==> src/source/rp_pkg.sv <==
// Shared widths, bus region map, register offsets and address view for the analog path
`default_nettype none

package rp_pkg;

  ////////////////////////////////////////////////////////////////////////////
  // Data path widths
  ////////////////////////////////////////////////////////////////////////////

  localparam int ADC_RAW_W = 16;  // Raw ADC word, 2 reserved LSBs
  localparam int SMP_W     = 14;  // Sample and DAC code
  localparam int SUM_W     = 15;  // Mixer sum before clamp

  typedef logic signed [SMP_W-1:0] sample_t;

  ////////////////////////////////////////////////////////////////////////////
  // System bus map
  ////////////////////////////////////////////////////////////////////////////

  localparam int ADDR_W   = 23;
  localparam int DATA_W   = 32;
  localparam int REGION_W = 3;   // 8 regions
  localparam int OFFS_W   = 20;  // Byte offset inside one region

  localparam logic [REGION_W-1:0] HK_REGION = 3'd0;  // Housekeeping

  localparam logic [OFFS_W-1:0] REG_ID   = 20'h00;  // Read only
  localparam logic [OFFS_W-1:0] REG_CFG  = 20'h04;
  localparam logic [OFFS_W-1:0] REG_DC_A = 20'h08;
  localparam logic [OFFS_W-1:0] REG_DC_B = 20'h0C;

  // Configuration bit positions
  localparam int CFG_LOOP_BIT = 0;  // Digital loopback
  localparam int CFG_FDA_BIT  = 1;  // Feed-through channel A
  localparam int CFG_FDB_BIT  = 2;  // Feed-through channel B
  localparam int CFG_W        = 3;

  localparam logic [DATA_W-1:0] ID_VALUE = 32'h5250_0A01;

  // Bus address, flat or split into region and offset
  typedef union packed {
    logic [ADDR_W-1:0] flat;
    struct packed {
      logic [REGION_W-1:0] region;
      logic [OFFS_W-1:0]   offs;
    } field;
  } sys_addr_u;

  // Negative-slope offset code <-> two's complement, its own inverse
  function automatic logic [SMP_W-1:0] flip_slope(input logic [SMP_W-1:0] code);
    return {code[SMP_W-1], ~code[SMP_W-2:0]};
  endfunction

endpackage

`default_nettype wire

==> src/source/sys_bus_if.sv <==
// Register bus link for one address region between the region decoder and a register block
`timescale 1ns/10ps
`default_nettype none

interface sys_bus_if;

  rp_pkg::sys_addr_u         addr;   // Full address, region and offset view
  logic [rp_pkg::DATA_W-1:0] wdata;  // Write data, valid with wen
  logic                      wen;    // One-cycle write strobe
  logic                      ren;    // One-cycle read strobe
  logic [rp_pkg::DATA_W-1:0] rdata;  // Valid with ack
  logic                      ack;    // One cycle after strobe

  // Decoder side drives the request
  modport decoder (
    output addr,
    output wdata,
    output wen,
    output ren,
    input  rdata,
    input  ack
  );

  // Register block answers
  modport regs (
    input  addr,
    input  wdata,
    input  wen,
    input  ren,
    output rdata,
    output ack
  );

endinterface

`default_nettype wire

==> src/source/bus_region_decode.sv <==
// System bus region decoder that routes strobes to housekeeping and answers unmapped regions
`timescale 1ns/10ps
`default_nettype none

module bus_region_decode (
  input  logic                      adc_clk,
  input  logic                      rst_i,
  // System bus from master
  input  logic [rp_pkg::ADDR_W-1:0] sys_addr_i,
  input  logic [rp_pkg::DATA_W-1:0] sys_wdata_i,
  input  logic                      sys_wen_i,
  input  logic                      sys_ren_i,
  output logic [rp_pkg::DATA_W-1:0] sys_rdata_o,
  output logic                      sys_ack_o,
  output logic                      sys_err_o,
  // Region 0
  sys_bus_if.decoder                hk_bus,
  input  logic                      hk_err_i     // Unknown offset flag aligned with hk ack
);

  rp_pkg::sys_addr_u addr_u;
  logic              hk_sel;
  logic              unmap_ack;  // Own reply for regions 1..7

  ////////////////////////////////////////////////////////////////////////////
  // Region select
  ////////////////////////////////////////////////////////////////////////////

  assign addr_u.flat = sys_addr_i;  // Flat word in, region view below
  assign hk_sel      = (addr_u.field.region == rp_pkg::HK_REGION);

  // Strobes reach region 0 only when it is selected
  assign hk_bus.addr  = addr_u;
  assign hk_bus.wdata = sys_wdata_i;
  assign hk_bus.wen   = sys_wen_i & hk_sel;
  assign hk_bus.ren   = sys_ren_i & hk_sel;

  // Own reply with error one cycle after an unmapped strobe
  always_ff @(posedge adc_clk)
  begin
    if (rst_i)
    begin
      unmap_ack <= 1'b0;
    end
    else
    begin
      unmap_ack <= (sys_wen_i | sys_ren_i) & ~hk_sel;
    end
  end

  ////////////////////////////////////////////////////////////////////////////
  // Reply merge
  ////////////////////////////////////////////////////////////////////////////

  assign sys_ack_o   = hk_bus.ack | unmap_ack;
  assign sys_err_o   = unmap_ack | (hk_bus.ack & hk_err_i);   // Either source of error
  assign sys_rdata_o = hk_bus.ack ? hk_bus.rdata : '0;        // Zero for unmapped

endmodule

`default_nettype wire

==> src/source/housekeeping_regs.sv <==
// Housekeeping register block with ID, configuration and per-channel DC levels
`timescale 1ns/10ps
`default_nettype none

module housekeeping_regs (
  input  logic            adc_clk,
  input  logic            rst_i,
  sys_bus_if.regs         bus,
  // Configuration out
  output logic            digital_loop_o,
  output logic            feed_a_o,
  output logic            feed_b_o,
  output rp_pkg::sample_t dc_a_o,
  output rp_pkg::sample_t dc_b_o,
  output logic            offs_err_o      // Aligned with bus.ack
);

  logic [rp_pkg::CFG_W-1:0]  cfg_q;
  rp_pkg::sample_t           dc_a_q;
  rp_pkg::sample_t           dc_b_q;
  logic [rp_pkg::OFFS_W-1:0] offs;
  logic                      offs_ok;
  logic [rp_pkg::DATA_W-1:0] rd_mux;

  assign offs = bus.addr.field.offs;

  // Known offsets in this region
  assign offs_ok = (offs == rp_pkg::REG_ID)   || (offs == rp_pkg::REG_CFG) ||
                   (offs == rp_pkg::REG_DC_A) || (offs == rp_pkg::REG_DC_B);

  ////////////////////////////////////////////////////////////////////////////
  // Register writes
  ////////////////////////////////////////////////////////////////////////////

  always_ff @(posedge adc_clk)
  begin
    if (rst_i)
    begin
      cfg_q  <= '0;
      dc_a_q <= '0;
      dc_b_q <= '0;
    end
    else if (bus.wen)
    begin
      case (offs)
        rp_pkg::REG_CFG:  cfg_q  <= bus.wdata[rp_pkg::CFG_W-1:0];
        rp_pkg::REG_DC_A: dc_a_q <= bus.wdata[rp_pkg::SMP_W-1:0];
        rp_pkg::REG_DC_B: dc_b_q <= bus.wdata[rp_pkg::SMP_W-1:0];
        default:          ;  // ID read only, rest flagged below
      endcase
    end
  end

  // Read select, DC levels sign extended
  always_comb
  begin
    case (offs)
      rp_pkg::REG_ID:   rd_mux = rp_pkg::ID_VALUE;
      rp_pkg::REG_CFG:  rd_mux = {{(rp_pkg::DATA_W-rp_pkg::CFG_W){1'b0}}, cfg_q};
      rp_pkg::REG_DC_A: rd_mux = {{(rp_pkg::DATA_W-rp_pkg::SMP_W){dc_a_q[rp_pkg::SMP_W-1]}}, dc_a_q};
      rp_pkg::REG_DC_B: rd_mux = {{(rp_pkg::DATA_W-rp_pkg::SMP_W){dc_b_q[rp_pkg::SMP_W-1]}}, dc_b_q};
      default:          rd_mux = '0;
    endcase
  end

  ////////////////////////////////////////////////////////////////////////////
  // Bus reply, one cycle after strobe
  ////////////////////////////////////////////////////////////////////////////

  always_ff @(posedge adc_clk)
  begin
    if (rst_i)
    begin
      bus.ack    <= 1'b0;
      offs_err_o <= 1'b0;
    end
    else
    begin
      bus.ack    <= bus.wen | bus.ren;
      offs_err_o <= (bus.wen | bus.ren) & ~offs_ok;
    end
  end

  always_ff @(posedge adc_clk)
  begin
    bus.rdata <= rd_mux;  // Only looked at with ack
  end

  assign digital_loop_o = cfg_q[rp_pkg::CFG_LOOP_BIT];
  assign feed_a_o       = cfg_q[rp_pkg::CFG_FDA_BIT];
  assign feed_b_o       = cfg_q[rp_pkg::CFG_FDB_BIT];
  assign dc_a_o         = dc_a_q;
  assign dc_b_o         = dc_b_q;

endmodule

`default_nettype wire

==> src/source/adc_frontend.sv <==
// ADC front end, registers raw words, converts to two's complement, optional loopback
`timescale 1ns/10ps
`default_nettype none

module adc_frontend (
  input  logic                         adc_clk,
  input  logic                         rst_i,
  input  logic [rp_pkg::ADC_RAW_W-1:0] adc_dat_a_i,
  input  logic [rp_pkg::ADC_RAW_W-1:0] adc_dat_b_i,
  input  logic                         digital_loop_i,
  input  rp_pkg::sample_t              loop_a_i,       // Registered mixer output
  input  rp_pkg::sample_t              loop_b_i,
  output rp_pkg::sample_t              smp_a_o,
  output rp_pkg::sample_t              smp_b_o
);

  logic [rp_pkg::SMP_W-1:0] raw_a_q;
  logic [rp_pkg::SMP_W-1:0] raw_b_q;

  // Input registers, 2 low reserved bits dropped
  always_ff @(posedge adc_clk)
  begin
    if (rst_i)
    begin
      raw_a_q <= rp_pkg::flip_slope('0);  // Raw code of zero
      raw_b_q <= rp_pkg::flip_slope('0);
    end
    else
    begin
      raw_a_q <= adc_dat_a_i[rp_pkg::ADC_RAW_W-1 -: rp_pkg::SMP_W];
      raw_b_q <= adc_dat_b_i[rp_pkg::ADC_RAW_W-1 -: rp_pkg::SMP_W];
    end
  end

  // Negative slope to two's complement, loopback overrides
  assign smp_a_o = digital_loop_i ? loop_a_i : rp_pkg::sample_t'(rp_pkg::flip_slope(raw_a_q));
  assign smp_b_o = digital_loop_i ? loop_b_i : rp_pkg::sample_t'(rp_pkg::flip_slope(raw_b_q));

endmodule

`default_nettype wire

==> src/source/dac_mixer.sv <==
// Per-channel mixer, DC level plus optional sample, saturated to 14 bits and registered
`timescale 1ns/10ps
`default_nettype none

module dac_mixer (
  input  logic            adc_clk,
  input  logic            rst_i,
  input  rp_pkg::sample_t smp_a_i,
  input  rp_pkg::sample_t smp_b_i,
  input  rp_pkg::sample_t dc_a_i,
  input  rp_pkg::sample_t dc_b_i,
  input  logic            feed_a_i,
  input  logic            feed_b_i,
  output rp_pkg::sample_t mix_a_o,   // Also loopback source
  output rp_pkg::sample_t mix_b_o
);

  // 15-bit sum, clamp when the two top bits disagree
  function automatic rp_pkg::sample_t mix_sat(input rp_pkg::sample_t dc,
                                              input rp_pkg::sample_t smp,
                                              input logic            feed);
    logic signed [rp_pkg::SUM_W-1:0] sum;
    sum = rp_pkg::SUM_W'(dc);
    if (feed)
      sum = sum + rp_pkg::SUM_W'(smp);
    if (sum[rp_pkg::SUM_W-1] != sum[rp_pkg::SUM_W-2])
      return {sum[rp_pkg::SUM_W-1], {(rp_pkg::SMP_W-1){~sum[rp_pkg::SUM_W-1]}}};  // Full scale
    return sum[rp_pkg::SMP_W-1:0];
  endfunction

  always_ff @(posedge adc_clk)
  begin
    if (rst_i)
    begin
      mix_a_o <= '0;
      mix_b_o <= '0;
    end
    else
    begin
      mix_a_o <= mix_sat(dc_a_i, smp_a_i, feed_a_i);
      mix_b_o <= mix_sat(dc_b_i, smp_b_i, feed_b_i);
    end
  end

endmodule

`default_nettype wire

==> src/source/dac_output.sv <==
// DAC output stage, two's complement to negative-slope code per channel and DAC reset
`timescale 1ns/10ps
`default_nettype none

module dac_output (
  input  logic                     adc_clk,
  input  logic                     rst_i,
  input  rp_pkg::sample_t          mix_a_i,
  input  rp_pkg::sample_t          mix_b_i,
  output logic [rp_pkg::SMP_W-1:0] dac_dat_a_o,
  output logic [rp_pkg::SMP_W-1:0] dac_dat_b_o,
  output logic                     dac_rst_o
);

  // Output registers
  always_ff @(posedge adc_clk)
  begin
    if (rst_i)
    begin
      dac_dat_a_o <= rp_pkg::flip_slope('0);  // Mid scale 0x1FFF
      dac_dat_b_o <= rp_pkg::flip_slope('0);
    end
    else
    begin
      dac_dat_a_o <= rp_pkg::flip_slope(mix_a_i);
      dac_dat_b_o <= rp_pkg::flip_slope(mix_b_i);
    end
  end

  // DAC reset, held one cycle past rst_i
  always_ff @(posedge adc_clk)
  begin
    dac_rst_o <= rst_i;
  end

endmodule

`default_nettype wire

==> src/source/rp_analog_top.sv <==
// Analog data path top with region decoder, housekeeping registers, ADC front end and DAC
`timescale 1ns/10ps
`default_nettype none

module rp_analog_top (
  input  logic                         adc_clk,
  input  logic                         rst_i,
  // ADC
  input  logic [rp_pkg::ADC_RAW_W-1:0] adc_dat_a_i,
  input  logic [rp_pkg::ADC_RAW_W-1:0] adc_dat_b_i,
  // DAC
  output logic [rp_pkg::SMP_W-1:0]     dac_dat_a_o,
  output logic [rp_pkg::SMP_W-1:0]     dac_dat_b_o,
  output logic                         dac_rst_o,
  // System bus
  input  logic [rp_pkg::ADDR_W-1:0]    sys_addr_i,
  input  logic [rp_pkg::DATA_W-1:0]    sys_wdata_i,
  input  logic                         sys_wen_i,
  input  logic                         sys_ren_i,
  output logic [rp_pkg::DATA_W-1:0]    sys_rdata_o,
  output logic                         sys_ack_o,
  output logic                         sys_err_o
);

  // Configuration
  logic            digital_loop;
  logic            feed_a;
  logic            feed_b;
  rp_pkg::sample_t dc_a;
  rp_pkg::sample_t dc_b;
  logic            hk_offs_err;

  // Data path
  rp_pkg::sample_t smp_a;
  rp_pkg::sample_t smp_b;
  rp_pkg::sample_t mix_a;
  rp_pkg::sample_t mix_b;

  sys_bus_if hk_bus ();  // Region 0 link

  ////////////////////////////////////////////////////////////////////////////
  // Register access
  ////////////////////////////////////////////////////////////////////////////

  bus_region_decode u_bus_region_decode (
    .adc_clk     (adc_clk),
    .rst_i       (rst_i),
    .sys_addr_i  (sys_addr_i),
    .sys_wdata_i (sys_wdata_i),
    .sys_wen_i   (sys_wen_i),
    .sys_ren_i   (sys_ren_i),
    .sys_rdata_o (sys_rdata_o),
    .sys_ack_o   (sys_ack_o),
    .sys_err_o   (sys_err_o),
    .hk_bus      (hk_bus),
    .hk_err_i    (hk_offs_err)
  );

  housekeeping_regs u_housekeeping_regs (
    .adc_clk        (adc_clk),
    .rst_i          (rst_i),
    .bus            (hk_bus),
    .digital_loop_o (digital_loop),
    .feed_a_o       (feed_a),
    .feed_b_o       (feed_b),
    .dc_a_o         (dc_a),
    .dc_b_o         (dc_b),
    .offs_err_o     (hk_offs_err)
  );

  ////////////////////////////////////////////////////////////////////////////
  // Data path, 3 cycles ADC to DAC
  ////////////////////////////////////////////////////////////////////////////

  adc_frontend u_adc_frontend (
    .adc_clk        (adc_clk),
    .rst_i          (rst_i),
    .adc_dat_a_i    (adc_dat_a_i),
    .adc_dat_b_i    (adc_dat_b_i),
    .digital_loop_i (digital_loop),
    .loop_a_i       (mix_a),        // One-cycle loop through mixer
    .loop_b_i       (mix_b),
    .smp_a_o        (smp_a),
    .smp_b_o        (smp_b)
  );

  dac_mixer u_dac_mixer (
    .adc_clk  (adc_clk),
    .rst_i    (rst_i),
    .smp_a_i  (smp_a),
    .smp_b_i  (smp_b),
    .dc_a_i   (dc_a),
    .dc_b_i   (dc_b),
    .feed_a_i (feed_a),
    .feed_b_i (feed_b),
    .mix_a_o  (mix_a),
    .mix_b_o  (mix_b)
  );

  dac_output u_dac_output (
    .adc_clk     (adc_clk),
    .rst_i       (rst_i),
    .mix_a_i     (mix_a),
    .mix_b_i     (mix_b),
    .dac_dat_a_o (dac_dat_a_o),
    .dac_dat_b_o (dac_dat_b_o),
    .dac_rst_o   (dac_rst_o)
  );

endmodule

`default_nettype wire

==> config.mk <==
export PLATFORM = sky130hd
export DESIGN_NAME = rp_analog_top
export DESIGN_NICKNAME = d
export VERILOG_FILES = /design/src/source/rp_pkg.sv /design/src/source/sys_bus_if.sv /design/src/source/bus_region_decode.sv /design/src/source/housekeeping_regs.sv /design/src/source/adc_frontend.sv /design/src/source/dac_mixer.sv /design/src/source/dac_output.sv /design/src/source/rp_analog_top.sv
export SDC_FILE = /design/constraint.sdc
export NUM_CORES = 1
export LEC_CHECK = 0
export ABC_AREA = 1
export BUFFER_PORTS_ARGS = -buffer_cell sky130_fd_sc_hd__buf_2
export CAP_MARGIN = 20
export CORE_ASPECT_RATIO = 2
export CORE_MARGIN = 10
export CORE_UTILIZATION = 55
export CTS_CLUSTER_DIAMETER = 60
export DETAILED_ROUTE_END_ITERATION = 10
export GPL_TIMING_DRIVEN = 0
export PLACE_DENSITY_LB_ADDON = 0.3
export SETUP_SLACK_MARGIN = 0.1
export SLEW_MARGIN = 30
export SYNTH_ARGS = -nofsm -noshare
export SYNTH_HDL_FRONTEND = slang
export SYNTH_SLANG_ARGS = --single-unit
==> constraint.sdc <==
create_clock -name adc_clk -period 3.6 [get_ports adc_clk]
set_clock_uncertainty 0.15 [all_clocks]
set_input_delay 0.72 -clock adc_clk [delete_from_list [all_inputs] [get_ports adc_clk]]
set_output_delay 0.72 -clock adc_clk [all_outputs]
set_load 0.02 [all_outputs]
After elaboration in Yosys (flattened, before gate mapping)
Index checks and enable logic that the tools add are counted.

cells by class
  add/sub/neg operators = 2
  reductions and logical operators = 8
  mux-type cells = 16
  bitwise gates (word level) = 17
  equal/unequal tests = 5

operators by type and width
  kind                 number
  $pmux 32 s4          1
  $mux 14              6
  $mux 15              4
  $not 13->13          4
  $eq 20x4->1 const B  2
  $mux 32              1
  $add 14x14->15       2
  $eq 20x3->1 const B  1
  $logic_not 20->1     1
  $reduce_and 2->1     3
  $and 1x1->1          5
  $mux 1               4
  $not 1->1            4
  $or 1x1->1           4
  $logic_not 3->1      1
  $logic_or 1x1->1     3
  $ne 1x1->1           2

storage, ports and cells
  bits of input ports = 91
  logic and storage cells = 62
  output and inout port bits = 63
  flip-flop bits (word level) = 151

Longest topological paths before layout
  depth in word-level cells = 9
  depth in mapped cells = 19
  depth with buffers taken out = 16

Cells and area by module
From an unflattened synthesis, not the netlist that was laid out.

unflattened totals
  cell total of the unflattened synthesis = 1108
  area total of the unflattened synthesis = 7596.0 sq um

by module, submodules not included
  module             cells each  times used  area an instance (sq um)  sequential area each (sq um)
  dac_mixer          475         1           2826.5                    560.5
  housekeeping_regs  306         1           2180.8                    960.9
  adc_frontend       125         1           1071.0                    560.5
  bus_region_decode  140         1           795.8                     20.0
  dac_output         62          1           721.9                     580.6

Least setup slack after synthesis
OpenSTA, ideal clock, no wires.

  path kind = register -> register
  start = reg u_housekeeping_regs.cfg_q[0] (netlist name)
  end = reg u_dac_mixer.mix_a_o[0]
  cell stages (with the launch flop) = 19
  clock period less this slack = 2.750 ns
  arrival = 2.464 ns
  library setup time = 0.135 ns
  slack = 0.850 ns
  buffers on the path = 3
  cells stage by stage = dfxtp_1 clkbuf_1 clkbuf_1 nand2_1 o21ai_0 ha_1 inv_1 fa_1 inv_1 nand4_1 nand2_1 nand2_1 nand3_1 nand2_1 nor2_1 nand2_2 buf_4 nand2_1 a21oi_1

on the way
  word-level cells in the longest chain between the ends = 8
  elaborated cells between the ends (all ways) = 10
  those cells by class = add/sub (1); eq/ne (1); mux (7); bitwise (1)

RTL lines
  element                 line                     source
  start, declared         housekeeping_regs.sv:18  logic [rp_pkg::CFG_W-1:0] cfg_q;
  start signal, assigned  housekeeping_regs.sv:46  rp_pkg::REG_CFG: cfg_q <= bus.wdata[rp_pkg::CFG_W-1:0];
  $mux 14 *               adc_frontend.sv:36       assign smp_a_o = digital_loop_i ? loop_a_i : rp_pkg::sample_t'(rp_pkg::flip_slope(raw_a_q));
  $add 14x14->15 *        dac_mixer.sv:25          sum = sum + rp_pkg::SUM_W'(smp);
  $mux 15 *               dac_mixer.sv:24          if (feed)
  $mux 15 *               dac_mixer.sv:33          if (rst_i)
  $ne 1x1->1              dac_mixer.sv:26          if (sum[rp_pkg::SUM_W-1] != sum[rp_pkg::SUM_W-2])
  $mux 1                  dac_mixer.sv:26
  $mux 1                  dac_mixer.sv:33
  $mux 14 *               dac_mixer.sv:28          return sum[rp_pkg::SMP_W-1:0];
  end signal, assigned    dac_mixer.sv:40          mix_a_o <= mix_sat(dc_a_i, smp_a_i, feed_a_i);
  end, declared           dac_mixer.sv:14          output rp_pkg::sample_t mix_a_o,

Mark *: on every way between the ends. The rest lies on a longest branch, timed or not. The select of a mux whose other input is x is not followed.
A chain may end at the register's enable or synchronous reset.

Final worst setup path
  start = reg u_housekeeping_regs.cfg_q[0] (netlist name)
  end = reg u_dac_mixer.mix_b_o[7]

on the way
  word-level cells in the longest chain between the ends = 8
  elaborated cells between the ends (all ways) = 10
  those cells by class = add/sub (1); eq/ne (1); mux (7); bitwise (1)

RTL lines
  element               line                source
  $mux 14 *             adc_frontend.sv:37  assign smp_b_o = digital_loop_i ? loop_b_i : rp_pkg::sample_t'(rp_pkg::flip_slope(raw_b_q));
  $add 14x14->15 *      dac_mixer.sv:25
  $mux 15 *             dac_mixer.sv:24
  $mux 15 *             dac_mixer.sv:33
  $ne 1x1->1            dac_mixer.sv:26
  $mux 1                dac_mixer.sv:26
  $mux 1                dac_mixer.sv:33
  $mux 14 *             dac_mixer.sv:28
  end signal, assigned  dac_mixer.sv:41     mix_b_o <= mix_sat(dc_b_i, smp_b_i, feed_b_i);
  end, declared         dac_mixer.sv:15     output rp_pkg::sample_t mix_b_o

Marks and branches as above.

==> impl_metrics.toml <==
[synth]
yosysUniqueCellTypes = 43
synth_area_per_cell_um2 = 7.399
netlist_area_um2 = 6785
synth_ff_type = "dfxtp_1"
async_flop_share = 0
syn_inst = 917
yosysSeqAreaShare = 0.3954
syn-num-nets = 1040
yosys_warnings = 0
ys_seq_elements = 134
synth_edf_count = 0

[die]
initial_core_util = 0.5596
ios = 154
fp-row-count = 57
die_y_um = 177.1
core_area_um2 = 12120
dieArea_um2 = 17450
fp.dieW_um = 98.54

[worst_setup_path]
worstSetupStartpointType = "register"
crit_arrival_ns = 3.52
crit_top_cell = "nand2_1"
crit_path_end_kind = "register"
cpMaxStageDelayCell = "o21ai_0"
crit_family = "compound AO/OA/AOI/OAI gates"
critPathMaxFanout = 10
cp_num_buf_inv = 4
required_ns = 3.79
cpPeakStageDelay_ns = 0.58
path_cells = "clkbuf_2, clkbuf_2, o21ai_0, ha_1, a21oi_1, nand2_1, a21oi_1, nand3_1, nand2_1, nand2_1, nor2_2, inv_2, buf_6, a21oi_2"
critPathKind = "register to register"

[clock_tree]
cts_max_level = 4
cts_sinks = 134
numCtsBuffers = 17
clock_latency_ns = 0.42
hold_buffers = 0
cts_tree = "yes"
root_buffer = "clkbuf_16"
clock_path_buffers = 2
postCtsSetupBuffers = 0
clk_pin_slew_worst_paths_ns = 0.07

[grt]
grt_max_degree = 17
grtUsageTotal = 0.2460
antenna_found_initial = 0
overflow = 0
grt_pass1_wl_um = 33830
grt_pass1_vias = 6754

[route]
top_layer_used = "met4"
drc_errors = 0
viasPerCell = 5.384
drt-met1-wl_um = 6685
met2_length_um = 12220
wl_um = 21660
wl_per_cell_um = 17.65
drt-initial-drc-count = 383
via_count = 6606
routed-wl-met3_um = 960
ant_nets = 0
dr.pass1.iters = 5

[placed_design]
port_buffers = 131
dp.cells = 1195
dp_hpwl_um = 17110
post_dp_cell_area_um2 = 7625
place_congestion = 0.9586

[layout]
nNetsFinal = 1190
multiInputGateArea_um2 = 3353
finalInstanceArea_um2 = 8227
syn2layout_area_growth_pct = 21.24
fin_cells = 1227
drive_above_1_share = 0.2565
final_common_cell = "nand2_1"
antenna_cells = 0
register_area_um2 = 2683
final_cell_mix = "nand2_1, dfxtp_1, buf_2, inv_1, o21ai_0"
fill_cells = 1096

[min_path]
hp-class = "register to register"

[timing]
post-route-period-util = 0.9250
hold_violations = 0
slew-limit-headroom = 0.5049
finalMaxSlewViolations = 0
worst_slew_pin_slew_ns = 0.7426
tns_ns = 0
clock.fmax_ghz = 0.3003
setup_viol = 0
period_minus_slack_ns = 3.330
rsz0062_at_grt = "no"

[power]
cellLeakagePower_nw = 4.038
power_density_nw_per_um2 = 415.5
irDropWorstVdd_mv = 0.5157

[outcome]
status = "complete, no violations"

[run]
maxCapViolCount = 0
-- through the flow --
| stage | setup WS (ns) | hold WS [ns] | util | total power (W) |
|---|---|---|---|---|
| after CTS | 0.1211 | 0.2410 | 0.6781 | 0.003419 |
| after global placement | 0.1926 | 0.2183 | 0.6289 | 0.001716 |
| after global routing | 0.1023 | 0.2534 | 0.6785 | 0.003513 |
| after floorplan | 0.8504 | 0.2152 | - | 0.001640 |
| after detailed placement | 0.1478 | 0.2253 | 0.6289 | 0.001719 |
| final | 0.2699 | 0.2369 | 0.6785 | 0.003418 |
-- cell usage after synthesis, types with 3 or more instances --
cell | count | area [um2]
buf_4 | 20 | 150.1
nand3b_1 | 9 | 67.56
nand3_1 | 40 | 200.2
or2_2 | 31 | 193.9
nand2_1 | 255 | 957.2
o21ai_2 | 7 | 61.31
nand4_1 | 6 | 37.54
o21ai_1 | 5 | 25.02
clkbuf_1 | 22 | 82.58
o22ai_1 | 5 | 31.28
a31oi_1 | 4 | 25.02
ha_1 | 30 | 375.4
o21ai_0 | 66 | 330.3
nand3_2 | 3 | 30.03
a21oi_1 | 51 | 255.2
nor2_1 | 47 | 176.4
a32o_1 | 4 | 40.04
nor2_8 | 3 | 60.06
a21oi_2 | 24 | 210.2
buf_6 | 4 | 45.04
nor2_2 | 3 | 18.77
xor2_1 | 5 | 43.79
nor3_2 | 3 | 30.03
inv_1 | 110 | 412.9
dfxtp_1 | 134 | 2683
-- layer usage --
metal | up-vias | GRT usage
met2 | 246 | 0.4745
li1 | 3224 | -
met3 | 102 | 0.04693
met5 | - | 0
met1 | 3034 | 0.2095
met4 | 0 | 0.1951
-- repair_timing --
action	in CTS	in global routing
hold endpoints to repair	0	0
resized for setup	1	10
endpoints found under the setup margin	10	26
-- final timing paths --
path / from / end / slack, ns / cells past startpoint
max: u_housekeeping_regs.cfg_q[0] / u_dac_mixer.mix_b_o[7] / 0.27 / 14
min: u_dac_mixer.mix_b_o[8] / u_dac_output.dac_dat_b_o[8] / 0.24 / 1
max reg2reg: u_housekeeping_regs.cfg_q[0] / u_dac_mixer.mix_b_o[7] / 0.27 / 14
min reg2reg: u_dac_mixer.mix_b_o[8] / u_dac_output.dac_dat_b_o[8] / 0.24 / 1
-- cell families after synthesis --
logic type	after synthesis	share of synthesized area
DFF	134	0.3954
xor gates and xnor gates	5	0.006454
AOI/OAI and AO/OA	172	0.1512
buffers and inverters	164	0.1105
adders and majority gates	32	0.06122
and+or+nand+nor	410	0.2753
-- state kept, by name, indices dropped and copies added (netlist names), 3 cells and up --
name,cells
u_housekeeping_regs.cfg_q,3
u_adc_frontend.raw_b_q,14
u_dac_mixer.mix_b_o,14
u_housekeeping_regs.dc_a_o,14
u_adc_frontend.raw_a_q,14
u_dac_mixer.mix_a_o,14
u_dac_output.dac_dat_a_o,14
u_dac_output.dac_dat_b_o,14
u_housekeeping_regs.dc_b_o,14
u_housekeeping_regs.bus.rdata,15
-- power breakdown --
part,switching (W),total (W),internal [W]
combinational,0.000111,0.000182,0.0000709
clock,0.000728,0.00173,0.00100
sequential,0.00000533,0.00151,0.00150
total,0.000844,0.00342,0.00257
-- worst reg2reg max path, delay by kind of cell (launching register included) --
kind | cells | cell delay (ns)
compound gates | 4 | 1.10
buf+inv | 4 | 0.67
fa+ha+maj | 1 | 0.40
flops | 1 | 0.31
simple gates | 5 | 0.64
-- cell type report --
class,instances,share of cell area
well taps,147,0.02236
clock inverters,14,0.01901
flip-flops and latches,134,0.3261
plain buffers,50,0.03985
multi-input cells,619,0.4076
clock buffers,18,0.05338
repair buffers,131,0.07970
inverters,114,0.05202
No activity file was read; power rests on OpenSTA's default activity.
